===== src/design/dispatch_pkg.sv =====
package dispatch_pkg;

    localparam int data_width     = 32;
    localparam int reg_addr_width = 5;
    localparam int gpr_num        = 32;
    localparam int issue_width    = 2;
    localparam int csr_addr_width = 14;

    // ALU operation code
    typedef logic [7:0] aluop_t;

    // CSR access ops, any CSR op other than a read writes the CSR
    localparam aluop_t csr_read_op  = 8'h30;
    localparam aluop_t csr_write_op = 8'h31;

    // Any flag set makes the instruction single issue
    typedef struct packed {
        logic is_mem;
        logic is_csr;
        logic is_pri;
        logic excp;
    } instr_class_t;

    // CSR number sits in the low bits of the immediate
    typedef struct packed {
        logic [data_width-csr_addr_width-1:0] csr_pad;
        logic [csr_addr_width-1:0]            csr_num;
    } csr_field_t;

    typedef union packed {
        logic [data_width-1:0] value;
        csr_field_t            csr;
    } imm_word_u;

endpackage


===== src/design/dispatch_if.sv =====


// Collected source operands per slot
interface operand_if;
    import dispatch_pkg::*;

    logic [issue_width-1:0][data_width-1:0] src1;
    logic [issue_width-1:0][data_width-1:0] src2;

    modport source (output src1, output src2);
    modport sink   (input src1, input src2);
endinterface


===== src/design/operand_collector.sv =====
`timescale 1ns/100ps

module operand_collector (
    operand_if.source                                                              opnd,
    output logic [2*dispatch_pkg::issue_width-1:0][dispatch_pkg::reg_addr_width-1:0] rf_addr_o,
    input  logic [2*dispatch_pkg::issue_width-1:0][dispatch_pkg::data_width-1:0]   rf_data_i,
    input  logic [dispatch_pkg::issue_width-1:0][dispatch_pkg::reg_addr_width-1:0] rj_i,
    input  logic [dispatch_pkg::issue_width-1:0][dispatch_pkg::reg_addr_width-1:0] rk_i,
    input  logic [dispatch_pkg::issue_width-1:0]                                   use_imm_i,
    input  dispatch_pkg::imm_word_u [dispatch_pkg::issue_width-1:0]                imm_i,
    input  logic [dispatch_pkg::issue_width-1:0]                                   ex_fwd_valid_i,
    input  logic [dispatch_pkg::issue_width-1:0][dispatch_pkg::reg_addr_width-1:0] ex_fwd_addr_i,
    input  logic [dispatch_pkg::issue_width-1:0][dispatch_pkg::data_width-1:0]     ex_fwd_data_i,
    input  logic [dispatch_pkg::issue_width-1:0]                                   wb_fwd_valid_i,
    input  logic [dispatch_pkg::issue_width-1:0][dispatch_pkg::reg_addr_width-1:0] wb_fwd_addr_i,
    input  logic [dispatch_pkg::issue_width-1:0][dispatch_pkg::data_width-1:0]     wb_fwd_data_i
);
    import dispatch_pkg::*;

    // Read port 2i is rj of slot i, port 2i+1 is rk
    logic [2*issue_width-1:0][reg_addr_width-1:0] src_addr;
    logic [2*issue_width-1:0][data_width-1:0]     src_val;

    always_comb begin
        for (int i = 0; i < issue_width; i++) begin
            src_addr[2*i]   = rj_i[i];
            src_addr[2*i+1] = rk_i[i];
        end
    end

    assign rf_addr_o = src_addr;

    // Later overrides win, so WB beats the regfile and EX beats WB
    always_comb begin
        for (int p = 0; p < 2 * issue_width; p++) begin
            src_val[p] = rf_data_i[p];
            for (int l = 0; l < issue_width; l++) begin
                if (wb_fwd_valid_i[l] && wb_fwd_addr_i[l] == src_addr[p]) begin
                    src_val[p] = wb_fwd_data_i[l];
                end
            end
            for (int l = 0; l < issue_width; l++) begin
                if (ex_fwd_valid_i[l] && ex_fwd_addr_i[l] == src_addr[p]) begin
                    src_val[p] = ex_fwd_data_i[l];
                end
            end
            // r0 reads zero even if forwarded
            if (src_addr[p] == '0) src_val[p] = '0;
        end
    end

    always_comb begin
        for (int i = 0; i < issue_width; i++) begin
            opnd.src1[i] = src_val[2*i];
            opnd.src2[i] = use_imm_i[i] ? imm_i[i].value : src_val[2*i+1];
        end
    end

endmodule


===== src/flat_wrapper.sv =====
// flat-port wrapper written by rule: the top's interface ports become plain ports
module operand_collector_flat import dispatch_pkg::*;
  (rf_addr_o, rf_data_i, rj_i, rk_i, use_imm_i, imm_i, ex_fwd_valid_i, ex_fwd_addr_i, ex_fwd_data_i, wb_fwd_valid_i, wb_fwd_addr_i, wb_fwd_data_i, opnd_src1, opnd_src2);
  operand_if opnd_i ();
  output logic [2*dispatch_pkg::issue_width-1:0][dispatch_pkg::reg_addr_width-1:0] rf_addr_o;
  input  logic [2*dispatch_pkg::issue_width-1:0][dispatch_pkg::data_width-1:0] rf_data_i;
  input  logic [dispatch_pkg::issue_width-1:0][dispatch_pkg::reg_addr_width-1:0] rj_i;
  input  logic [dispatch_pkg::issue_width-1:0][dispatch_pkg::reg_addr_width-1:0] rk_i;
  input  logic [dispatch_pkg::issue_width-1:0] use_imm_i;
  input  dispatch_pkg::imm_word_u [dispatch_pkg::issue_width-1:0] imm_i;
  input  logic [dispatch_pkg::issue_width-1:0] ex_fwd_valid_i;
  input  logic [dispatch_pkg::issue_width-1:0][dispatch_pkg::reg_addr_width-1:0] ex_fwd_addr_i;
  input  logic [dispatch_pkg::issue_width-1:0][dispatch_pkg::data_width-1:0] ex_fwd_data_i;
  input  logic [dispatch_pkg::issue_width-1:0] wb_fwd_valid_i;
  input  logic [dispatch_pkg::issue_width-1:0][dispatch_pkg::reg_addr_width-1:0] wb_fwd_addr_i;
  input  logic [dispatch_pkg::issue_width-1:0][dispatch_pkg::data_width-1:0] wb_fwd_data_i;
  output wire logic [$bits(opnd_i.src1)-1:0] opnd_src1;
  output wire logic [$bits(opnd_i.src2)-1:0] opnd_src2;
  assign opnd_src1 = opnd_i.src1;
  assign opnd_src2 = opnd_i.src2;
  operand_collector u_core (.opnd(opnd_i), .rf_addr_o(rf_addr_o), .rf_data_i(rf_data_i), .rj_i(rj_i), .rk_i(rk_i), .use_imm_i(use_imm_i), .imm_i(imm_i), .ex_fwd_valid_i(ex_fwd_valid_i), .ex_fwd_addr_i(ex_fwd_addr_i), .ex_fwd_data_i(ex_fwd_data_i), .wb_fwd_valid_i(wb_fwd_valid_i), .wb_fwd_addr_i(wb_fwd_addr_i), .wb_fwd_data_i(wb_fwd_data_i));
endmodule

===== config.mk =====
export PLATFORM = sky130hd
export DESIGN_NAME = operand_collector_flat
export DESIGN_NICKNAME = d
export VERILOG_FILES = /design/src/design/dispatch_pkg.sv /design/src/design/dispatch_if.sv /design/src/design/operand_collector.sv /design/src/flat_wrapper.sv
export SDC_FILE = /design/constraint.sdc
export NUM_CORES = 1
export LEC_CHECK = 0
export BUFFER_PORTS_ARGS = -buffer_cell sky130_fd_sc_hd__buf_4
export CAP_MARGIN = 20
export CORE_AREA = 2 2 198 200
export DETAILED_ROUTE_END_ITERATION = 10
export DIE_AREA = 0 0 200 202
export SETUP_SLACK_MARGIN = 0.05
export SLEW_MARGIN = 0
export SYNTH_ARGS = -nofsm -noshare
export SYNTH_HDL_FRONTEND = slang
export SYNTH_SLANG_ARGS = --single-unit

===== constraint.sdc =====
create_clock -name vclk -period 3.7
set_input_delay 0.74 -clock vclk [all_inputs]
set_output_delay 0.74 -clock vclk [all_outputs]
set_load 0.05 [all_outputs]

==> results.toml, run 1 <==
[status]
status = "complete, no violations"

[routing]
wirelength_um = 75880
antenna_left = 0
drc = 0
drt_pass1_iterations = 6
wl_per_cell_um = 32.92
drt-initial-drc-count = 2058
num_vias = 15050
drt-vias-per-instance = 6.530

[placement]
place_area_um2 = 13490
dp_hpwl_um = 55120
portBuffers = 514
routabilityCongestion = 0.9825

[finish]
clock_buffers = 0
seq_cells = 0
register_area_um2 = 0
layout-drive-gt1-share_pct = 36.57
fin_nets = 2151
layout-area-overhead-vs-synth_pct = 51.42
fin_area_um2 = 13510
fill_cells = 4187
finish.utilization_pct = 35.28

[power]
power.leakage_uw = 0.005335
ir_drop_mv = 0.09422
p_per_area_nw_per_um2 = 186.0
power_uw = 2513

[die]
die_h_um = 202
core.rowCount = 72
fp.dieW_um = 200
ios = 514
core-area_um2 = 38290
die-area_um2 = 40400
start_util_pct = 23.30

[sta]
hold_viol = 0
finalSetupTns_ns = 0
period_share_pct = 94.97
min_period_ns = 3.514
setup_viol = 0
slew_headroom_pct = 25.71
slew_violations = 0
rsz0062_at_grt = "no"
worstMarginPinSlew_ns = 1.112
whs_ns = 1.816
fmax_mhz = 284.6

[setup_path]
endpoint_kind = "output port"
critPathKind = "input port to output port"
cpPeakStageDelay_ns = 0.46
crit_chain = "buf_4, xor2_1, nor4_1, and3_2, buf_4, a21oi_1, a21oi_1, buf_4"
cp_top_family = "simple AND/OR/NAND/NOR gates"
cp.arrival_ns = 2.77
path_common_cell = "buf_4"
crit_required_ns = 2.96
cp_slowest_cell = "nor4_1"
cp.buffers_inverters = 3
critPathMaxFanout = 21
startpoint_type = "input port"

[flow_run]
max_cap_viol_count = 0

[synth]
syn_avg_cell_area_um2 = 6.359
synth_cells = 1403
synthesis.area_um2 = 8921
synth-seq-area-share_pct = 0
yosysWarnings = 0
ys_types = 47
synth.net_count = 1769

[hold_path]
whs_path_depth = 2
min_from = "rk_i[9]"
hold_class = "input port to output port"
min_to = "rf_addr_o[19]"

[grt]
grt_pass1_wl_um = 105100
antenna_found_initial = 9
grt_max_degree = 65
track_usage_pct = 35.73
grt_pass1_vias = 14880
overflow = 0

[clock_tree]
post-cts-setup-buffers = 0
report_power, final:
part | switching (uW) | internal, uW | leakage (uW)
combinational | 1640 | 870 | 0.00534
clock | 0 | 0.0000728 | 0.0000000253
sequential | 0 | 0 | 0
total | 1640 | 870 | 0.00534
metal layers:
layer | share of wire, % | vias to the layer above | global-route usage [%] | routed length [um]
li1 | - | 6262 | - | -
met1 | 37 | 7060 | 43.81 | 28280
met2 | 44 | 1418 | 56.34 | 33520
met3 | 13 | 301 | 10.23 | 9511
met4 | 5.9 | 10 | 18.76 | 4482
met5 | 0.11 | - | 0 | 87
through the flow:
stage          cells  setup WS (ns)
3_3_place_gp    2301         0.2012
6_report        2305         0.1861
3_5_place_dp    2301         0.2245
2_1_floorplan   1403         0.1388
4_1_cts         2301         0.2108
5_1_grt         2304         0.1027
synthesized netlist by cell type (all sizes together), types with 31 or more instances:
| cell type | number | area [um^2] |
|---|---|---|
| o21ai | 181 | 905.9 |
| clkbuf | 143 | 539.3 |
| a21oi | 142 | 710.7 |
| buf | 79 | 455.4 |
| and3 | 72 | 450.4 |
| nand2 | 69 | 259.0 |
| a21boi | 68 | 510.5 |
| nand3b | 64 | 480.5 |
| o311ai | 64 | 560.5 |
| a221oi | 61 | 534.3 |
| nand2b | 61 | 381.6 |
| o32ai | 60 | 525.5 |
| a31o | 57 | 499.2 |
| a22oi | 55 | 412.9 |
| xnor2 | 46 | 402.9 |
| nand3 | 37 | 190.2 |
| xor2 | 34 | 297.8 |
| nand4b | 31 | 271.5 |
cell type report:
class,instances,area [um^2],area share (%)
repair buffers,602,4757,35.22
inverters,7,26.28,0.1945
multi-input cells,1174,8066,59.72
well taps,518,648.1,4.798
diodes,4,10.01,0.07410
how the worst max path moves through the flow:
stage / start / end / slack (ns) / depth (start not counted)
floorplan: rk_i[6] / opnd_src2[62] / 0.14 / 8
global placement: rk_i[0] / opnd_src2[31] / 0.20 / 8
detailed placement: rk_i[4] / opnd_src2[31] / 0.22 / 8
CTS: rk_i[4] / opnd_src2[31] / 0.21 / 8
global route: wb_fwd_addr_i[9] / opnd_src2[56] / 0.10 / 8
finish: ex_fwd_addr_i[2] / opnd_src1[50] / 0.19 / 8
cell usage in the layout, fill, tap and decap left out, types with 3 or more instances in the layout:
cell,n
a22oi_1,54
inv_1,7
nand4_1,5
xor2_1,32
a221oi_1,61
diode_2,4
and3_1,67
o21ai_0,181
nand3b_1,64
a21boi_0,66
o32ai_1,60
buf_4,583
a21oi_1,140
a31o_1,47
nor2_4,7
nor2b_1,6
nand3_2,3
nand2_1,64
o311ai_1,64
nand4b_1,31
nand3_1,34
xnor2_1,46
o31ai_1,4
o32a_1,4
a31oi_1,8
nand2_2,5
a31o_2,10
nor3_1,9
buf_12,19
and3_2,5
nand2b_1,59
nor2_1,5
timing repair:
action,4_1_cts,5_1_grt
hold buffers,0,0
setup endpoints to repair,0,1
resized for setup,0,1
cell families after synthesis:
kind of cell	Yosys count	share of synthesized area, %
buf+inv	229	11.44
simple gates	382	26.35
xor+xnor	80	7.854
compound gates	712	54.35
Note: power is estimated with default switching activity, not from simulation.
==> run 2: changes to the inputs <==
--- a/config.mk
+++ b/config.mk
@@ -7,9 +7,9 @@
 export LEC_CHECK = 0
 export BUFFER_PORTS_ARGS = -buffer_cell sky130_fd_sc_hd__buf_4
 export CAP_MARGIN = 20
-export CORE_AREA = 2 2 198 200
+export CORE_AREA = 2 2 200 202
 export DETAILED_ROUTE_END_ITERATION = 10
-export DIE_AREA = 0 0 200 202
+export DIE_AREA = 0 0 202 204
 export SETUP_SLACK_MARGIN = 0.05
 export SLEW_MARGIN = 0
 export SYNTH_ARGS = -nofsm -noshare
==> constraint.sdc (replaced) <==
create_clock -name vclk -period 3.8
set_input_delay 0.76 -clock vclk [all_inputs]
set_output_delay 0.76 -clock vclk [all_outputs]
set_load 0.05 [all_outputs]
==> run 2 against run 1 <==
Net effect: largest cell class unchanged; utilization decreased by 0.68 points; die area rose by 2.0%; flip-flop and latch count did not move; hold slack improved by 0.042 ns; via count is 0.52% higher; clock-buffer cell count did not move; highest routed layer unchanged; combinational power is 2% lower; worst setup slack got worse by 0.080 ns; final cell count grew 0.39%.
==> results.toml, run 2 (synthesis results as in run 1) <==
[status]
status = "complete, no violations"

[routing]
drt_pass1_iterations = 6
wl_per_cell_um = 32.29
drt-vias-per-instance = 6.538
antenna_left = 0
drt-initial-drc-count = 1839
wirelength_um = 74720
num_vias = 15130
drc = 0

[sta]
rsz0062_at_grt = "no"
fmax_mhz = 270.8
min_period_ns = 3.693
period_share_pct = 97.20
finalSetupTns_ns = 0
setup_slack_ns = 0.1066
hold_viol = 0
worstMarginPinSlew_ns = 0.8182
slew_headroom_pct = 45.45
slew_violations = 0
setup_viol = 0

[placement]
place_ws_ns = 0.1585
portBuffers = 514
dp_hpwl_um = 56130
routabilityCongestion = 0.9577

[finish]
finish.utilization_pct = 34.60
fin_nets = 2153
final_cell_mix = "582 x buf_4, 181 x o21ai_0, 140 x a21oi_1"
seq_cells = 0
fill_cells = 4293
layout-area-overhead-vs-synth_pct = 51.96
final_common_cell = "buf_4"
layout-drive-gt1-share_pct = 36.41
register_area_um2 = 0
clock_buffers = 0

[power]
p_per_area_nw_per_um2 = 181.5
power_switching_uw = 1613
combPwrFrac_pct = 100.0
ir_drop_mv = 0.09664
p_sw_share_pct = 65.54
clockPowerShare_pct = 0
intPower_uw = 847.8
seqPwrFrac_pct = 0
power.leakage_uw = 0.005362

[die]
ios = 514
core-area_um2 = 39180
start_util_pct = 22.77
die-area_um2 = 41210
core.rowCount = 73
fp.dieW_um = 202
die_h_um = 204

[grt]
grt_max_degree = 65
grt_pass1_wl_um = 104200
track_usage_pct = 34.09
antenna_found_initial = 6
overflow = 0
grt_pass1_vias = 14850

[setup_path]
startpoint_type = "input port"
critPathKind = "input port to output port"
critPathMaxFanout = 22
endpoint_kind = "output port"
crit_required_ns = 3.04
cp.arrival_ns = 2.93

[clock_tree]
post_cts_resized = 0
cts_hold_buf = 0
post-cts-setup-buffers = 0

[hold_path]
hold_class = "input port to output port"

[flow_run]
max_cap_viol_count = 0
run 2: critical path, stage by stage:
cell and delay [ns]:
buf_4 0.17, xor2_1 0.53, nor2b_4 0.07, buf_4 0.26, a21boi_0 0.48, o31ai_1 0.19
a22oi_1 0.21, buf_4 0.23
run 2: stage by stage:
stage	std cells	hold slack, ns	power (uW)	cell area [um^2]
6_report	2314	1.858	2460	13560
5_1_grt	2312	1.863	2529	13550
4_1_cts	2310	1.858	2404	13550
3_5_place_dp	2310	1.859	2397	13550
3_3_place_gp	2310	1.854	2396	13550
2_1_floorplan	1403	1.687	1324	8921
run 2: power by group through the flow:
stage	logic, uW	registers [uW]	clock network, uW
after floorplan	1320	0	0
after global placement	2400	0	0
after detailed placement	2400	0	0
after CTS	2400	0	0
after global routing	2530	0	0.0000707
final	2460	0	0.000142
run 2: worst paths after layout:
check        startpoint             to  depth (start not counted)
max    wb_fwd_addr_i[2]  opnd_src2[15]                          8
min             rk_i[2]   rf_addr_o[7]                          2
run 2: layer usage:
layer	GRT usage (%)	wire, um
met5	0	14
met1	41.50	27300
met3	8.434	9624
met4	19.43	4893
met2	54.76	32890
run 2: layout make-up:
type / count / area (um^2) / share of cell area, %
Antenna cell: 4 / 10.01 / 0.07383
Tap cell: 525 / 656.9 / 4.845
Timing Repair Buffer: 604 / 4810 / 35.48
Multi-Input combinational cell: 1174 / 8054 / 59.41
Inverter: 7 / 26.28 / 0.1938
==> run 3: changes to the inputs <==
--- a/config.mk
+++ b/config.mk
@@ -5,11 +5,12 @@
 export SDC_FILE = /design/constraint.sdc
 export NUM_CORES = 1
 export LEC_CHECK = 0
+export ABC_AREA = 1
 export BUFFER_PORTS_ARGS = -buffer_cell sky130_fd_sc_hd__buf_4
 export CAP_MARGIN = 20
-export CORE_AREA = 2 2 200 202
+export CORE_AREA = 2 2 198 200
 export DETAILED_ROUTE_END_ITERATION = 10
-export DIE_AREA = 0 0 202 204
+export DIE_AREA = 0 0 200 202
 export SETUP_SLACK_MARGIN = 0.05
 export SLEW_MARGIN = 0
 export SYNTH_ARGS = -nofsm -noshare
==> run 3 against run 2 <==
Net effect: non-clock buffer count decreased by 24; die area decreased by 2.0%; area after synthesis is 2.2% lower; worst setup slack better by 0.24 ns; synthesized cell count grew 34%; hold slack lost 0.037 ns; flip-flop and latch count stayed put; fmax grew 6.8%; via count grew 3.4%; power is 8.2% lower; critical endpoint is now opnd_src1[33]; highest routed layer unchanged.
==> results.toml, run 3 <==
[grt]
track_usage_pct = 31.74
grt_pass1_vias = 15130
overflow = 0
grt_max_degree = 65
antenna_found_initial = 8
grt_pass1_wl_um = 96380

[clock_tree]
post-cts-setup-buffers = 0
post_cts_resized = 0
cts_hold_buf = 0

[hold_path]
hold_class = "input port to output port"

[flow_run]
max_cap_viol_count = 0

[sta]
setup_viol = 0
slew_violations = 0
slew_headroom_pct = 48.12
min_period_ns = 3.457
rsz0062_at_grt = "no"
finalSetupTns_ns = 0
worstMarginPinSlew_ns = 0.7773
fmax_mhz = 289.3
period_share_pct = 90.97
hold_viol = 0

[finish]
register_area_um2 = 0
final_cell_mix = "567 x buf_4, 555 x nand2_1, 280 x nor2_1"
fin_nets = 2660
final_common_cell = "buf_4"
layout-area-overhead-vs-synth_pct = 50.03
clock_buffers = 0
fill_cells = 4401
seq_cells = 0
fin_area_um2 = 13100
multi_input_area_um2 = 7402
layout-drive-gt1-share_pct = 28.62

[synth]
synthesis.area_um2 = 8728
synth_most_common_cell = "nand2_1"
synth.net_count = 2248
yosys.area.top_type_share_pct = 23.87
ys_types = 26
synth.cells.most_frequent = "555 x nand2_1, 282 x nor2_1, 240 x nand3_1, 203 x a21oi_1, 136 x nand4_1"
syn_avg_cell_area_um2 = 4.638
yosysWarnings = 0
synth_cells = 1882
synth_top_area_cell = "nand2_1"
synth-seq-area-share_pct = 0
synthTopCellsByArea = "nand2_1 24%, nand3_1 14%, nor2_1 12%"

[routing]
wl_per_cell_um = 24.10
drt-vias-per-instance = 5.560
antenna_left = 0
num_vias = 15650
drc = 0
drt-initial-drc-count = 1973
drt_pass1_iterations = 6
wirelength_um = 67830

[setup_path]
critPathKind = "input port to output port"
cp_slowest_cell = "a21oi_1"
cp.arrival_ns = 2.70
path_common_cell = "buf_4"
crit_required_ns = 3.04
critPathMaxFanout = 13
endpoint_kind = "output port"
cp.buffers_inverters = 4
startpoint_type = "input port"
cp_top_family = "buffers and inverters"
cpPeakStageDelay_ns = 0.34
crit_chain = "buf_4, inv_1, nand2_1, a21oi_1, nand3_4, buf_4, nor2_1, nor2_1, a21oi_1, buf_4"

[placement]
dp_hpwl_um = 51130
portBuffers = 514
place_area_um2 = 13090
routabilityCongestion = 0.9509

[die]
core.rowCount = 72
die-area_um2 = 40400
core-area_um2 = 38290
die_h_um = 202
fp.dieW_um = 200
start_util_pct = 22.80
ios = 514

[power]
ir_drop_mv = 0.09988
power.leakage_uw = 0.007223
p_per_area_nw_per_um2 = 172.4

[status]
status = "complete, no violations"
run 3: layout make-up:
type / instances / share of cell area (%)
Antenna cell: 4 / 0.07644
Tap cell: 518 / 4.949
Timing Repair Buffer: 580 / 34.49
Inverter: 138 / 3.956
Multi-Input combinational cell: 1574 / 56.53
run 3: cell families (layout without fill, tap and decap cells):
| family | count (synthesis) | after routing | synth area share (%) |
|---|---|---|---|
| AND/OR/NAND/NOR | 1269 | 1269 | 65.27 |
| XOR/XNOR | 13 | 13 | 1.304 |
| buffers and inverters | 308 | 718 | 16.51 |
| other | 0 | 4 | 0 |
| AO/OA/AOI/OAI | 292 | 292 | 16.92 |
run 3: routing by layer:
layer | global-route usage [%] | part of all wire [%]
met4 | 13.20 | 4.2
met5 | 0 | 0.043
met2 | 51.18 | 45
met3 | 6.174 | 12
met1 | 41.07 | 39
run 3: power breakdown:
part / leakage [uW] / switching [uW] / internal, uW
registers: 0 / 0 / 0
clock network: 0.0000000254 / 0 / 0.000142
logic: 0.00722 / 1530 / 725
total: 0.00722 / 1530 / 725
run 3: metrics by stage:
stage | utilization (%) | std cells | power [uW] | worst slack [ns] | hold slack, ns
2_1_floorplan | - | 1882 | 1226 | 0.6464 | 1.687
3_3_place_gp | 34.18 | 2810 | 2216 | 0.3209 | 1.817
3_5_place_dp | 34.18 | 2810 | 2216 | 0.3676 | 1.824
4_1_cts | 34.18 | 2810 | 2222 | 0.3724 | 1.825
5_1_grt | 34.20 | 2814 | 2368 | 0.2570 | 1.831
6_report | 34.20 | 2814 | 2258 | 0.3433 | 1.821
run 3: final timing paths:
check	startpoint	end	slack, ns	cells past startpoint
setup / recovery	rj_i[8]	opnd_src1[33]	0.34	10
hold / removal	rk_i[3]	rf_addr_o[8]	1.82	2
