<file path="src/design/dispatch_pkg.sv">
package dispatch_pkg;

    localparam int data_width     = 32;
    localparam int reg_addr_width = 5;
    localparam int gpr_num        = 32;
    localparam int issue_width    = 2;
    localparam int csr_addr_width = 14;

    // ALU operation code
    typedef logic [7:0] aluop_t;

    // CSR access ops, any CSR op other than a read writes the CSR
    localparam aluop_t csr_read_op  = 8'h30;
    localparam aluop_t csr_write_op = 8'h31;

    // Any flag set makes the instruction single issue
    typedef struct packed {
        logic is_mem;
        logic is_csr;
        logic is_pri;
        logic excp;
    } instr_class_t;

    // CSR number sits in the low bits of the immediate
    typedef struct packed {
        logic [data_width-csr_addr_width-1:0] csr_pad;
        logic [csr_addr_width-1:0]            csr_num;
    } csr_field_t;

    typedef union packed {
        logic [data_width-1:0] value;
        csr_field_t            csr;
    } imm_word_u;

endpackage

</file>
<file path="src/design/dispatch_if.sv">
`timescale 1ns/100ps

// Issue decision from the checker to the issue register
interface issue_decision_if;
    import dispatch_pkg::*;

    logic [issue_width-1:0]                     issue_valid;
    logic [issue_width-1:0]                     csr_we;
    logic [issue_width-1:0][csr_addr_width-1:0] csr_addr;

    modport source (output issue_valid, output csr_we, output csr_addr);
    modport sink   (input issue_valid, input csr_we, input csr_addr);
endinterface

// Collected source operands per slot
interface operand_if;
    import dispatch_pkg::*;

    logic [issue_width-1:0][data_width-1:0] src1;
    logic [issue_width-1:0][data_width-1:0] src2;

    modport source (output src1, output src2);
    modport sink   (input src1, input src2);
endinterface

</file>
<file path="src/design/issue_register.sv">
`timescale 1ns/100ps

module issue_register (
    input  logic clk,
    input  logic rst_n,
    input  logic stall_i,
    input  logic flush_i,
    input  logic [dispatch_pkg::issue_width-1:0][dispatch_pkg::data_width-1:0]     pc_i,
    input  dispatch_pkg::aluop_t [dispatch_pkg::issue_width-1:0]                   aluop_i,
    input  logic [dispatch_pkg::issue_width-1:0][dispatch_pkg::reg_addr_width-1:0] rd_i,
    input  logic [dispatch_pkg::issue_width-1:0]                                   rd_we_i,
    issue_decision_if.sink                                                         dec,
    operand_if.sink                                                                opnd,
    output logic [dispatch_pkg::issue_width-1:0]                                   out_valid_o,
    output logic [dispatch_pkg::issue_width-1:0][dispatch_pkg::data_width-1:0]     out_pc_o,
    output dispatch_pkg::aluop_t [dispatch_pkg::issue_width-1:0]                   out_aluop_o,
    output logic [dispatch_pkg::issue_width-1:0][dispatch_pkg::reg_addr_width-1:0] out_rd_o,
    output logic [dispatch_pkg::issue_width-1:0]                                   out_rd_we_o,
    output logic [dispatch_pkg::issue_width-1:0][dispatch_pkg::data_width-1:0]     out_src1_o,
    output logic [dispatch_pkg::issue_width-1:0][dispatch_pkg::data_width-1:0]     out_src2_o,
    output logic [dispatch_pkg::issue_width-1:0]                                   out_csr_we_o,
    output logic [dispatch_pkg::issue_width-1:0][dispatch_pkg::csr_addr_width-1:0] out_csr_addr_o
);
    import dispatch_pkg::*;

    // Control bits, only issuing slots may assert them
    always_ff @(posedge clk) begin
        if (!rst_n || flush_i) begin
            out_valid_o  <= '0;
            out_rd_we_o  <= '0;
            out_csr_we_o <= '0;
        end else if (!stall_i) begin
            out_valid_o  <= dec.issue_valid;
            out_rd_we_o  <= rd_we_i & dec.issue_valid;
            out_csr_we_o <= dec.csr_we & dec.issue_valid;
        end
    end

    // Payload, zeroed for slots that do not issue
    always_ff @(posedge clk) begin
        for (int i = 0; i < issue_width; i++) begin
            if (flush_i || (!stall_i && !dec.issue_valid[i])) begin
                out_pc_o[i]       <= '0;
                out_aluop_o[i]    <= '0;
                out_rd_o[i]       <= '0;
                out_src1_o[i]     <= '0;
                out_src2_o[i]     <= '0;
                out_csr_addr_o[i] <= '0;
            end else if (!stall_i) begin
                out_pc_o[i]       <= pc_i[i];
                out_aluop_o[i]    <= aluop_i[i];
                out_rd_o[i]       <= rd_i[i];
                out_src1_o[i]     <= opnd.src1[i];
                out_src2_o[i]     <= opnd.src2[i];
                out_csr_addr_o[i] <= dec.csr_addr[i];
            end
        end
    end

endmodule

</file>
<file path="src/flat_wrapper.sv">
// flat-port wrapper written by rule: the top's interface ports become plain ports
module issue_register_flat import dispatch_pkg::*;
  (clk, rst_n, stall_i, flush_i, pc_i, aluop_i, rd_i, rd_we_i, out_valid_o, out_pc_o, out_aluop_o, out_rd_o, out_rd_we_o, out_src1_o, out_src2_o, out_csr_we_o, out_csr_addr_o, dec_issue_valid, dec_csr_we, dec_csr_addr, opnd_src1, opnd_src2);
  issue_decision_if dec_i ();
  operand_if opnd_i ();
  input  logic clk;
  input  logic rst_n;
  input  logic stall_i;
  input  logic flush_i;
  input  logic [dispatch_pkg::issue_width-1:0][dispatch_pkg::data_width-1:0] pc_i;
  input  dispatch_pkg::aluop_t [dispatch_pkg::issue_width-1:0] aluop_i;
  input  logic [dispatch_pkg::issue_width-1:0][dispatch_pkg::reg_addr_width-1:0] rd_i;
  input  logic [dispatch_pkg::issue_width-1:0] rd_we_i;
  output logic [dispatch_pkg::issue_width-1:0] out_valid_o;
  output logic [dispatch_pkg::issue_width-1:0][dispatch_pkg::data_width-1:0] out_pc_o;
  output dispatch_pkg::aluop_t [dispatch_pkg::issue_width-1:0] out_aluop_o;
  output logic [dispatch_pkg::issue_width-1:0][dispatch_pkg::reg_addr_width-1:0] out_rd_o;
  output logic [dispatch_pkg::issue_width-1:0] out_rd_we_o;
  output logic [dispatch_pkg::issue_width-1:0][dispatch_pkg::data_width-1:0] out_src1_o;
  output logic [dispatch_pkg::issue_width-1:0][dispatch_pkg::data_width-1:0] out_src2_o;
  output logic [dispatch_pkg::issue_width-1:0] out_csr_we_o;
  output logic [dispatch_pkg::issue_width-1:0][dispatch_pkg::csr_addr_width-1:0] out_csr_addr_o;
  input wire logic [$bits(dec_i.issue_valid)-1:0] dec_issue_valid;
  input wire logic [$bits(dec_i.csr_we)-1:0] dec_csr_we;
  input wire logic [$bits(dec_i.csr_addr)-1:0] dec_csr_addr;
  input wire logic [$bits(opnd_i.src1)-1:0] opnd_src1;
  input wire logic [$bits(opnd_i.src2)-1:0] opnd_src2;
  assign dec_i.issue_valid = dec_issue_valid;
  assign dec_i.csr_we = dec_csr_we;
  assign dec_i.csr_addr = dec_csr_addr;
  assign opnd_i.src1 = opnd_src1;
  assign opnd_i.src2 = opnd_src2;
  issue_register u_core (.clk(clk), .rst_n(rst_n), .stall_i(stall_i), .flush_i(flush_i), .pc_i(pc_i), .aluop_i(aluop_i), .rd_i(rd_i), .rd_we_i(rd_we_i), .dec(dec_i), .opnd(opnd_i), .out_valid_o(out_valid_o), .out_pc_o(out_pc_o), .out_aluop_o(out_aluop_o), .out_rd_o(out_rd_o), .out_rd_we_o(out_rd_we_o), .out_src1_o(out_src1_o), .out_src2_o(out_src2_o), .out_csr_we_o(out_csr_we_o), .out_csr_addr_o(out_csr_addr_o));
endmodule
</file>
<file path="config.mk">
export PLATFORM = sky130hd
export DESIGN_NAME = issue_register_flat
export DESIGN_NICKNAME = d
export VERILOG_FILES = /design/src/design/dispatch_pkg.sv /design/src/design/dispatch_if.sv /design/src/design/issue_register.sv /design/src/flat_wrapper.sv
export SDC_FILE = /design/constraint.sdc
export NUM_CORES = 1
export LEC_CHECK = 0
export ABC_AREA = 1
export BUFFER_PORTS_ARGS = -buffer_cell sky130_fd_sc_hd__buf_2
export CAP_MARGIN = 20
export CORE_AREA = 2 2 198 200
export CTS_CLUSTER_DIAMETER = 30
export CTS_CLUSTER_SIZE = 16
export DETAILED_ROUTE_END_ITERATION = 10
export DIE_AREA = 0 0 200 202
export PLACE_DENSITY = 0.5
export SYNTH_ARGS = -nofsm -noshare
export SYNTH_HDL_FRONTEND = slang
export SYNTH_SLANG_ARGS = --single-unit
</file>
<file path="constraint.sdc">
create_clock -name clk -period 1.2 [get_ports clk]
set_input_delay 0.12 -clock clk [delete_from_list [all_inputs] [get_ports clk]]
set_output_delay 0.12 -clock clk [all_outputs]
set_load 0.01 [all_outputs]
</file>
==> load_flow_metrics.sql, run 1 <==
INSERT INTO impl_metrics (metric_group, metric, value, unit) VALUES
('status', 'run_status', 'finished clean', ''),
('route', 'detail_route.drc_violations', '0', ''),
('hold_path', 'timing.hold.worst.start', 'stall_i', ''),
('route', 'totalWireLength', '38900', 'um'),
('grt', 'vias_in_the_first_global_route', '12100', ''),
('pwr', 'internal_power', '24.7', 'mW'),
('sta', 'worst_slew_pin_slew', '0.421', 'ns'),
('cts', 'cts_root_buf', 'sky130_fd_sc_hd__clkbuf_16', ''),
('grt', 'wire_length_of_the_first_global_routing_pass', '59700', 'um'),
('synthesis', 'post_synth_cell_types', '15', ''),
('die', 'die-area', '40400', 'um2'),
('cts', 'cts.clk_slew.worst_paths', '0.04', 'ns'),
('grt', 'grt_antenna_before_repair', '0', ''),
('sta', 'report.final.hold_viol_count', '0', ''),
('pwr', 'power_frac_clock', '61.5', '%'),
('grt', 'gr-total-overflow', '0', ''),
('critical_path', 'end_of_the_worst_register_to_register_path', 'u_core.out_valid_o[1]', ''),
('critical_path', 'cp-end-kind', 'flop', ''),
('route', 'detailroute.via_count', '11800', ''),
('critical_path', 'timing.critical_path.cells', 'dlygate4sd3_1, buf_2, nand2_1, nor3_1, dlygate4sd3_1', ''),
('synthesis', 'synth_compound_gate_area_share', '0.195', '%'),
('place', 'post-place-ws', '0.114', 'ns'),
('route', 'dr.pass1.iters', '4', ''),
('final_layout', 'finalNetCount', '2633', ''),
('final_layout', 'areaGrowthSynthToFinish', '84.5', '%'),
('place', 'dpl-instance-area', '13400', 'um2'),
('die', 'fp.dieW', '200', 'um'),
('pwr', 'ir_drop', '1.54', 'mV'),
('cts', 'cts_setup_buffers', '0', ''),
('critical_path', 'critical_path.slowest_cell', 'sky130_fd_sc_hd__dlygate4sd3_1', ''),
('die', 'io_pins', '508', ''),
('pwr', 'net-switching-power', '7.47', 'mW'),
('place', 'hpwl', '25500', 'um'),
('critical_path', 'worstRegToRegCells', '3', ''),
('sta', 'finalMaxSlewViolations', '0', ''),
('synthesis', 'syn-cell-area', '10200', 'um2'),
('synthesis', 'ys_seq_area_share', '49.2', '%'),
('hold_path', 'sink_of_the_worst_hold_path', 'u_core.out_csr_addr_o[12]', ''),
('sta', 'period_needed', '1.17', 'ns'),
('cts', 'cts_buffers', '71', ''),
('critical_path', 'slowest_delay', '0.55', 'ns'),
('place', 'placed_cell_count', '2564', ''),
('sta', 'worst_slack_setup_final', '0.0314', 'ns'),
('critical_path', 'regToRegStartpoint', 'u_core.out_valid_o[1]', ''),
('hold_path', 'min_path_cells', '6', ''),
('final_layout', 'antennaDiodeCount', '0', ''),
('final_layout', 'instances_no_fill', '2948', ''),
('final_layout', 'final_design_area_no_fill', '18900', 'um2'),
('synthesis', 'post_synth_fa_ha_maj_area_fraction', '0', '%'),
('synthesis', 'postSynthAreaPerCell', '6.46', 'um2'),
('route', 'routedWlPerCell', '13.2', 'um'),
('final_layout', 'final.fill_count', '3683', ''),
('die', 'fp-row-count', '72', ''),
('final_layout', 'final_core_util', '49.4', '%'),
('cts', 'tritoncts_clock_tree', 'done', ''),
('pwr', 'power.sequential.fraction', '28.1', '%'),
('sta', 'finalSetupTns', '0', 'ns'),
('critical_path', 'setup.worst_path.start_class', 'input pin', ''),
('pwr', 'report.power.total', '32.2', 'mW'),
('hold_path', 'min-delay-path-class', 'in -> reg', ''),
('synthesis', 'synthMuxAreaShare', '0', '%'),
('critical_path', 'critPathTopFamily', 'buffers and inverters', ''),
('cts', 'clock_sinks', '252', ''),
('pwr', 'powerDensity', '1700', 'nW/um2'),
('grt', 'grt_start_max_net_pins', '63', ''),
('sta', 'final-setup-viol-count', '0', ''),
('synthesis', 'ys.warnings.count', '0', ''),
('critical_path', 'buf_inv_stages_crit_path', '3', ''),
('synthesis', 'ys_seq_elements', '252', ''),
('route', 'route.detailed.vias_per_inst', '3.99', ''),
('pwr', 'switching_share', '23.2', '%');
final cells by class:
type                    instances  area, um2  share of cell area, %
repair buffers                799       5850                   30.9
multi-input cells            1005       3800                   20.1
clock inverters                42        587                   3.10
well taps                     518        648                   3.43
inverters                     248        936                   4.95
clock buffers                  84       1940                   10.3
flip-flops and latches        252       5150                   27.2
placed cells by master, fill, tap and decap left out, types with 5 or more instances in the layout:
master / synthesis / layout
sky130_fd_sc_hd__clkinv_2: 0 / 14
sky130_fd_sc_hd__dfxtp_1: 252 / 173
sky130_fd_sc_hd__clkbuf_16: 0 / 74
sky130_fd_sc_hd__buf_12: 0 / 15
sky130_fd_sc_hd__nand2_1: 989 / 989
sky130_fd_sc_hd__bufinv_16: 0 / 13
sky130_fd_sc_hd__buf_4: 28 / 49
sky130_fd_sc_hd__inv_1: 226 / 226
sky130_fd_sc_hd__dfxtp_2: 0 / 78
sky130_fd_sc_hd__buf_2: 42 / 443
sky130_fd_sc_hd__clkbuf_1: 6 / 5
sky130_fd_sc_hd__inv_2: 22 / 21
sky130_fd_sc_hd__dlygate4sd3_1: 0 / 258
sky130_fd_sc_hd__clkbuf_8: 0 / 5
sky130_fd_sc_hd__buf_6: 1 / 34
sky130_fd_sc_hd__clkinvlp_4: 0 / 10
power by group through the flow:
stage / registers, mW / logic, mW / clock network (mW)
after floorplan: 9.31 / 1.16 / 0
after global placement: 9.13 / 2.58 / 0
after detailed placement: 9.14 / 2.59 / 0
after CTS: 9.01 / 3.30 / 20.2
after global routing: 9.08 / 3.72 / 20.8
final: 9.05 / 3.34 / 19.8
flip-flops by register name, summed over array words and instances, names as in the netlist:
register and flops:
u_core.out_aluop_o 16, u_core.out_csr_addr_o 28, u_core.out_csr_we_o 2, u_core.out_pc_o 64
u_core.out_rd_o 10, u_core.out_rd_we_o 2, u_core.out_src1_o 64, u_core.out_src2_o 64
u_core.out_valid_o 2
metal layers:
metal	vias to the layer above	track usage, %	share of wire, %
li1	6100	-	-
met2	420	32.2	48
met3	98	6.96	8.9
met4	0	9.26	3.6
met5	-	0	0
met1	5158	19.6	40
worst max-delay path by stage:
| stage | startpoint | end | depth (start not counted) |
|---|---|---|---|
| 2_1_floorplan | stall_i | u_core.out_src1_o[59] | 7 |
| 3_3_place_gp | stall_i | u_core.out_src2_o[41] | 7 |
| 3_5_place_dp | stall_i | u_core.out_rd_o[2] | 7 |
| 4_1_cts | u_core.out_pc_o[31] | out_pc_o[31] | 1 |
| 5_1_grt | u_core.out_csr_addr_o[6] | out_csr_addr_o[6] | 1 |
| 6_report | rst_n | u_core.out_valid_o[1] | 5 |
cells by family (layout without fill, tap and decap cells):
family                 after synthesis  in the layout
AO/OA/AOI/OAI                        4              4
buffers and inverters              329           1173
flip-flops                         252            252
AND/OR/NAND/NOR                   1001           1001
worst register-to-register path: stages (launching register included):
cell	delay [ns]
sky130_fd_sc_hd__dfxtp_1	0.30
sky130_fd_sc_hd__nor2_1	0.11
sky130_fd_sc_hd__nor3_1	0.05
sky130_fd_sc_hd__dlygate4sd3_1	0.55
repair_timing:
action,4_1_cts,5_1_grt
endpoints found under the setup margin,29,89
resized for setup,39,106
hold buffers,258,0
hold endpoints to repair,252,0
cells in the mapped netlist:
cell type	number	area, um2
sky130_fd_sc_hd__a21oi_1	4	20.0
sky130_fd_sc_hd__buf_1	4	15.0
sky130_fd_sc_hd__buf_2	42	210
sky130_fd_sc_hd__buf_4	28	210
sky130_fd_sc_hd__buf_6	1	11.3
sky130_fd_sc_hd__clkbuf_1	6	22.5
sky130_fd_sc_hd__dfxtp_1	252	5040
sky130_fd_sc_hd__inv_1	226	848
sky130_fd_sc_hd__inv_2	22	82.6
sky130_fd_sc_hd__nand2_1	989	3710
sky130_fd_sc_hd__nand3_1	4	20.0
sky130_fd_sc_hd__nor2_1	2	7.51
sky130_fd_sc_hd__nor2_2	2	12.5
sky130_fd_sc_hd__nor2_4	2	22.5
sky130_fd_sc_hd__nor3_1	2	10.0
Power figures use the tool's default switching activity.
==> inputs of run 2 (changes only) <==
--- a/config.mk
+++ b/config.mk
@@ -8,12 +8,12 @@
 export ABC_AREA = 1
 export BUFFER_PORTS_ARGS = -buffer_cell sky130_fd_sc_hd__buf_2
 export CAP_MARGIN = 20
-export CORE_AREA = 2 2 198 200
+export CORE_AREA = 2 2 195 197
 export CTS_CLUSTER_DIAMETER = 30
 export CTS_CLUSTER_SIZE = 16
 export DETAILED_ROUTE_END_ITERATION = 10
-export DIE_AREA = 0 0 200 202
-export PLACE_DENSITY = 0.5
+export DIE_AREA = 0 0 197 199
+export PLACE_DENSITY = 0.51
 export SYNTH_ARGS = -nofsm -noshare
 export SYNTH_HDL_FRONTEND = slang
 export SYNTH_SLANG_ARGS = --single-unit
==> load_flow_metrics.sql, run 2 (same netlist as run 1, synthesis figures left out) <==
INSERT INTO impl_metrics (metric_group, metric, value, unit) VALUES
('job', 'timing.max_cap.violations', '0', ''),
('route', 'routedWlPerCell', '13.6', 'um'),
('die', 'initial_utilization', '27.6', '%'),
('sta', 'timing.hold.ws', '0.0217', 'ns'),
('route', 'antenna_violating_nets_post_route', '0', ''),
('hold_path', 'min-delay-path-class', 'in -> reg', ''),
('final_layout', 'drive_above_1_share', '38.6', '%'),
('route', 'drt_iter0_drc', '280', ''),
('sta', 'max_clock_freq', '815', 'MHz'),
('sta', 'worst_slew_pin_slew', '0.317', 'ns'),
('status', 'violations_in_the_final_reports', 'negative setup slack', ''),
('critical_path', 'cp-end-kind', 'flop', ''),
('final_layout', 'most_common_cell_after_layout_fill_and_taps_aside', 'sky130_fd_sc_hd__nand2_1', ''),
('final_layout', 'register_area', '5360', 'um2'),
('die', 'fp.dieW', '197', 'um'),
('route', 'detailroute.via_count', '12000', ''),
('cts', 'clk_path_buf_depth', '3', ''),
('critical_path', 'worst-r2r-setup-slack', '0', 'ns'),
('pwr', 'p_leak', '11.8', 'nW'),
('die', 'die-area', '39200', 'um2'),
('die', 'floorplan.die.height', '199', 'um'),
('critical_path', 'crit_path_max_fanout', '5', ''),
('place', 'port_buffers', '507', ''),
('final_layout', 'multi_input_area', '3810', 'um2'),
('critical_path', 'regToRegStartpoint', 'u_core.out_valid_o[1]', ''),
('cts', 'cts_htree_levels', '2', ''),
('cts', 'cts_buffers', '61', ''),
('grt', 'grt_antenna_before_repair', '0', ''),
('hold_path', 'min_path_cells', '4', ''),
('sta', 'setup_repair_after_global_routing_missed_its_margin', 'true', ''),
('sta', 'report.final.hold_viol_count', '0', ''),
('hold_path', 'timing.hold.worst.start', 'stall_i', ''),
('route', 'route.detailed.vias_per_inst', '4.11', ''),
('grt', 'gr-total-overflow', '0', ''),
('final_layout', 'instances_no_fill', '2917', ''),
('critical_path', 'setup.worst_path.start_class', 'input pin', ''),
('place', 'post-place-ws', '0.123', 'ns'),
('critical_path', 'arrival', '1.74', 'ns'),
('status', 'run_status', 'finished, violations left', ''),
('final_layout', 'finalNetCount', '2651', ''),
('grt', 'grt_start_max_net_pins', '66', ''),
('grt', 'wire_length_of_the_first_global_routing_pass', '59800', 'um'),
('critical_path', 'critPathKind', 'in -> reg', ''),
('final_layout', 'layout_top_registers', 'u_core.out_pc_o x64, u_core.out_src1_o x64, u_core.out_src2_o x64', ''),
('sta', 'final-setup-viol-count', '1', ''),
('final_layout', 'most_frequent_cells_in_the_layout', '988 x sky130_fd_sc_hd__nand2_1, 301 x sky130_fd_sc_hd__buf_2, 261 x sky130_fd_sc_hd__dlygate4sd3_1', ''),
('critical_path', 'end_of_the_worst_register_to_register_path', 'u_core.out_valid_o[1]', ''),
('cts', 'cts.clk_slew.worst_paths', '0.04', 'ns'),
('final_layout', 'antennaDiodeCount', '0', ''),
('place', 'hpwl', '25500', 'um'),
('critical_path', 'required_time_of_the_worst_setup_path', '1.71', 'ns'),
('sta', 'finalMaxSlewViolations', '0', ''),
('critical_path', 'slowest_delay', '0.57', 'ns'),
('sta', 'worst_clock_skew', '0', 'ns'),
('critical_path', 'timing.critical_path.cells', 'dlygate4sd3_1, buf_2, inv_1, nand2_2, nor3_2, dlygate4sd3_1', ''),
('pwr', 'powerDensity', '1510', 'nW/um2'),
('sta', 'finalSetupTns', '-0.0263', 'ns'),
('place', 'globalplace.congestion', '0.792', ''),
('cts', 'tritoncts_clock_tree', 'done', ''),
('route', 'totalWireLength', '39700', 'um'),
('die', 'fp-row-count', '71', ''),
('critical_path', 'critical-path-top-cell-by-count', 'sky130_fd_sc_hd__dlygate4sd3_1', ''),
('hold_path', 'sink_of_the_worst_hold_path', 'u_core.out_csr_we_o[0]', ''),
('cts', 'clock_sinks', '252', ''),
('cts', 'worstSkewPairLatency', '0.59', 'ns'),
('cts', 'cts_root_buf', 'sky130_fd_sc_hd__clkbuf_16', ''),
('critical_path', 'critical_path.slowest_cell', 'sky130_fd_sc_hd__dlygate4sd3_1', ''),
('sta', 'slew_headroom', '78.8', '%'),
('sta', 'worst_slack_setup_final', '-0.0263', 'ns'),
('die', 'io_pins', '508', ''),
('pwr', 'ir_drop', '1.13', 'mV'),
('final_layout', 'areaGrowthSynthToFinish', '95.6', '%'),
('place', 'placed_cell_count', '2534', ''),
('grt', 'vias_in_the_first_global_route', '12100', ''),
('sta', 'finalCritPeriodShare', '102', '%'),
('critical_path', 'worstRegToRegCells', '3', ''),
('route', 'dr.pass1.iters', '6', ''),
('die', 'coreArea', '37100', 'um2'),
('final_layout', 'final.fill_count', '3297', ''),
('grt', 'grt.total_usage', '19.1', '%'),
('route', 'detail_route.drc_violations', '0', ''),
('sta', 'period_needed', '1.23', 'ns');
==> run 2: cell types whose count changed in the layout (fill, tap and decap cells not counted), sizes merged <==
| cell | previous run | this run |
|---|---|---|
| bufinv | 13 | 11 |
| dlygate4sd3 | 258 | 261 |
| clkinvlp | 10 | 7 |
| buf | 541 | 565 |
| dlymetal6s4s | 0 | 1 |
| inv | 250 | 251 |
| clkbuf | 84 | 79 |
| clkinv | 17 | 11 |
==> run 2: worst max-delay path: cells and delay by family <==
| kind | cells | cell delay, ns |
|---|---|---|
| buffers and inverters | 4 | 1.35 |
| and+or+nand+nor | 2 | 0.27 |
==> run 2: layout make-up <==
| type | instances | area share (%) |
|---|---|---|
| Timing Repair Buffer | 827 | 35.7 |
| Sequential cell | 252 | 26.7 |
| Multi-Input combinational cell | 1005 | 19.0 |
| Clock buffer | 79 | 8.45 |
| Inverter | 248 | 4.67 |
| Tap cell | 474 | 2.96 |
| Clock inverter | 32 | 2.48 |
==> run 2: timing repair <==
action | CTS | global route
hold buffers | 262 | 0
gates resized for setup | 390 | 93
endpoints found under the hold margin | 252 | 0
buffers inserted | 1 | 9
setup endpoints to repair | 224 | 126
==> run 2: per-layer routing <==
layer / global-route usage, % / vias up / routed length (um)
met5: 0 / - / 0
met4: 9.08 / 0 / 1660
met3: 6.26 / 96 / 3140
met2: 35.4 / 432 / 19700
met1: 19.2 / 5312 / 15100
li1: - / 6135 / -
==> run 2: how the worst max path moves through the flow <==
| stage | start | endpoint | slack [ns] |
|---|---|---|---|
| global route | u_core.out_valid_o[1] | u_core.out_valid_o[1] | -0.04 |
| detailed placement | stall_i | u_core.out_pc_o[36] | 0.12 |
| global placement | stall_i | u_core.out_pc_o[36] | 0.13 |
| CTS | u_core.out_src1_o[61] | out_src1_o[61] | -0.02 |
| floorplan | stall_i | u_core.out_src1_o[59] | 0.21 |
| finish | flush_i | u_core.out_valid_o[1] | -0.03 |
==> run 2: stage by stage <==
step                power (mW)  utilization (%)  area [um2]
detailed placement        11.8             36.5       13600
finish                    30.3             54.0       20000
CTS                       30.5             52.8       19600
global placement          11.8             36.5       13600
global route              31.5             54.0       20000
floorplan                 10.5                -       10200
==> run 2: power breakdown <==
group	internal [mW]	leakage, nW	switching (mW)
clock	12.2	1.06	5.19
sequential	8.87	2.17	0.276
combinational	2.05	8.58	1.70
total	23.1	11.8	7.17
==> inputs of run 3 (changes only) <==
--- a/config.mk
+++ b/config.mk
@@ -10,10 +10,11 @@
 export CAP_MARGIN = 20
 export CORE_AREA = 2 2 195 197
 export CTS_CLUSTER_DIAMETER = 30
-export CTS_CLUSTER_SIZE = 16
+export CTS_CLUSTER_SIZE = 10
 export DETAILED_ROUTE_END_ITERATION = 10
 export DIE_AREA = 0 0 197 199
 export PLACE_DENSITY = 0.51
 export SYNTH_ARGS = -nofsm -noshare
 export SYNTH_HDL_FRONTEND = slang
 export SYNTH_SLANG_ARGS = --single-unit
+export TNS_END_PERCENT = 10
==> load_flow_metrics.sql, run 3 (same netlist as run 1, synthesis figures left out) <==
INSERT INTO impl_metrics (metric_group, metric, value, unit) VALUES
('status', 'run_status', 'finished, violations left', ''),
('status', 'violations_in_the_final_reports', 'negative setup slack', ''),
('pwr', 'powerDensity', '1520', 'nW/um2'),
('grt', 'grt_antenna_before_repair', '0', ''),
('sta', 'max_clock_freq', '819', 'MHz'),
('grt', 'wire_length_of_the_first_global_routing_pass', '59800', 'um'),
('place', 'hpwl', '25500', 'um'),
('critical_path', 'arrival', '1.73', 'ns'),
('pwr', 'report.power.total', '30.3', 'mW'),
('cts', 'cts.clk_slew.worst_paths', '0.04', 'ns'),
('critical_path', 'cp-end-kind', 'flop', ''),
('final_layout', 'final_design_area_no_fill', '20000', 'um2'),
('place', 'globalplace.congestion', '0.792', ''),
('final_layout', 'final.fill_count', '3307', ''),
('critical_path', 'crit_path_max_fanout', '5', ''),
('die', 'fp-row-count', '71', ''),
('pwr', 'net-switching-power', '7.18', 'mW'),
('grt', 'gr-total-overflow', '0', ''),
('grt', 'grt_start_max_net_pins', '66', ''),
('sta', 'worst_slack_setup_final', '-0.0211', 'ns'),
('route', 'detailroute.via_count', '12000', ''),
('critical_path', 'buf_inv_stages_crit_path', '4', ''),
('critical_path', 'critical_path.slowest_cell', 'sky130_fd_sc_hd__dlygate4sd3_1', ''),
('cts', 'cts_root_buf', 'sky130_fd_sc_hd__clkbuf_16', ''),
('die', 'die-area', '39200', 'um2'),
('cts', 'tritoncts_clock_tree', 'done', ''),
('place', 'dpl-instance-area', '13600', 'um2'),
('hold_path', 'min-delay-path-class', 'in -> reg', ''),
('die', 'fp.dieW', '197', 'um'),
('pwr', 'switching_share', '23.7', '%'),
('route', 'routedWlPerCell', '13.6', 'um'),
('pwr', 'power_frac_clock', '57.5', '%'),
('grt', 'grt.total_usage', '19.1', '%'),
('sta', 'setup_repair_after_global_routing_missed_its_margin', 'true', ''),
('final_layout', 'register_area', '5360', 'um2'),
('cts', 'worstSkewPairLatency', '0.59', 'ns'),
('final_layout', 'areaGrowthSynthToFinish', '94.9', '%'),
('pwr', 'ir_drop', '1.13', 'mV'),
('cts', 'cts_buffers', '61', ''),
('critical_path', 'setup.worst_path.start_class', 'input pin', ''),
('critical_path', 'worst_setup_path_startpoint', 'flush_i', ''),
('route', 'totalWireLength', '39700', 'um'),
('route', 'dr.pass1.iters', '5', ''),
('critical_path', 'required_time_of_the_worst_setup_path', '1.71', 'ns'),
('hold_path', 'timing.hold.worst.start', 'stall_i', ''),
('place', 'port_buffers', '507', ''),
('die', 'io_pins', '508', ''),
('cts', 'cts_htree_levels', '2', ''),
('critical_path', 'critical-path-top-cell-by-count', 'sky130_fd_sc_hd__dlygate4sd3_1', ''),
('grt', 'vias_in_the_first_global_route', '12100', ''),
('route', 'detail_route.drc_violations', '0', ''),
('critical_path', 'critPathKind', 'in -> reg', ''),
('pwr', 'comb_power_share', '12.3', '%'),
('critical_path', 'regToRegStartpoint', 'u_core.out_valid_o[1]', ''),
('critical_path', 'slowest_delay', '0.57', 'ns'),
('final_layout', 'most_common_cell_after_layout_fill_and_taps_aside', 'sky130_fd_sc_hd__nand2_1', ''),
('sta', 'finalMaxSlewViolations', '0', ''),
('sta', 'finalCritPeriodShare', '102', '%'),
('pwr', 'internal_power', '23.1', 'mW'),
('sta', 'worst_slew_pin_slew', '0.318', 'ns'),
('final_layout', 'drive_above_1_share', '38.3', '%'),
('route', 'drt_iter0_drc', '312', ''),
('cts', 'clk_path_buf_depth', '3', ''),
('sta', 'period_needed', '1.22', 'ns'),
('route', 'route.detailed.vias_per_inst', '4.13', ''),
('final_layout', 'layout_top_registers', 'u_core.out_pc_o x64, u_core.out_src1_o x64, u_core.out_src2_o x64', ''),
('cts', 'clock_sinks', '252', ''),
('sta', 'final-setup-viol-count', '1', ''),
('sta', 'worst_clock_skew', '0', 'ns'),
('die', 'initial_utilization', '27.6', '%'),
('critical_path', 'critPathTopFamily', 'buffers and inverters', ''),
('route', 'antenna_violating_nets_post_route', '0', ''),
('critical_path', 'timing.critical_path.cells', 'dlygate4sd3_1, buf_2, inv_1, nand2_2, nor3_2, dlygate4sd3_1', ''),
('pwr', 'power.sequential.fraction', '30.2', '%'),
('job', 'timing.max_cap.violations', '0', ''),
('final_layout', 'finalNetCount', '2642', ''),
('die', 'floorplan.die.height', '199', 'um'),
('die', 'coreArea', '37100', 'um2'),
('final_layout', 'most_frequent_cells_in_the_layout', '988 x sky130_fd_sc_hd__nand2_1, 301 x sky130_fd_sc_hd__buf_2, 261 x sky130_fd_sc_hd__dlygate4sd3_1', ''),
('place', 'post-place-ws', '0.123', 'ns'),
('pwr', 'p_leak', '11.8', 'nW'),
('final_layout', 'multi_input_area', '3810', 'um2'),
('sta', 'report.final.hold_viol_count', '0', ''),
('sta', 'slew_headroom', '78.8', '%');
run 3: changes by cell type in the layout (fill, tap and decap cells not counted), sizes merged:
cell / delta
diode: +1
buf: -9
run 3: final timing paths:
check | end | slack, ns | cells after the start
worst max-delay path | u_core.out_valid_o[1] | -0.02 | 6
worst min-delay path | u_core.out_csr_we_o[0] | 0.02 | 4
worst max register to register | u_core.out_valid_o[1] | 0 | 3
worst min register to register | u_core.out_csr_we_o[1] | 0.47 | 2
run 3: power by group through the flow:
stage | Combinational (mW) | Clock [mW] | Sequential (mW)
detailed placement | 2.67 | 0 | 9.13
global route | 4.09 | 18.2 | 9.18
global placement | 2.65 | 0 | 9.13
CTS | 3.62 | 17.7 | 9.11
finish | 3.73 | 17.4 | 9.15
floorplan | 1.16 | 0 | 9.31
run 3: layout make-up:
type | count | share of cell area [%]
inverter | 248 | 4.68
clock inverter | 32 | 2.49
tap | 474 | 2.97
sequential | 252 | 26.8
multi-input combinational | 1005 | 19.1
antenna | 1 | 0.0125
clock buffer | 79 | 8.48
timing repair buffer | 818 | 35.5
run 3: worst min-delay path, delay by kind of cell:
family,cells,cell delay [ns]
AOI/OAI and AO/OA,1,0.05
buffers and inverters,2,0.30
and+or+nand+nor,1,0.08
run 3: per-stage QoR:
stage	std cells	hold slack, ns	util [%]	TNS, ns
2_1_floorplan	1586	0.281	-	0
3_3_place_gp	2534	0.387	36.5	0
3_5_place_dp	2534	0.395	36.5	0
4_1_cts	2908	0.00251	52.8	-0.136
5_1_grt	2908	0.0253	53.8	-0.482
6_report	2909	0.0222	53.8	-0.0211
run 3: what timing repair did:
item,4_1_cts,5_1_grt
hold buffers,262,0
gates cloned,0,0
endpoints found under the setup margin,224,128
buffers inserted,1,0
hold endpoints to repair,252,0
resized for setup,387,96
run 3: routing by layer:
layer  part of all wire, %  track usage, %  vias to the layer above
li1                      -               -                     6118
met1                    38            19.2                     5353
met2                    50            35.3                      444
met3                   8.1            6.27                       98
met4                   3.9            9.27                        0
met5                     0               0                        -
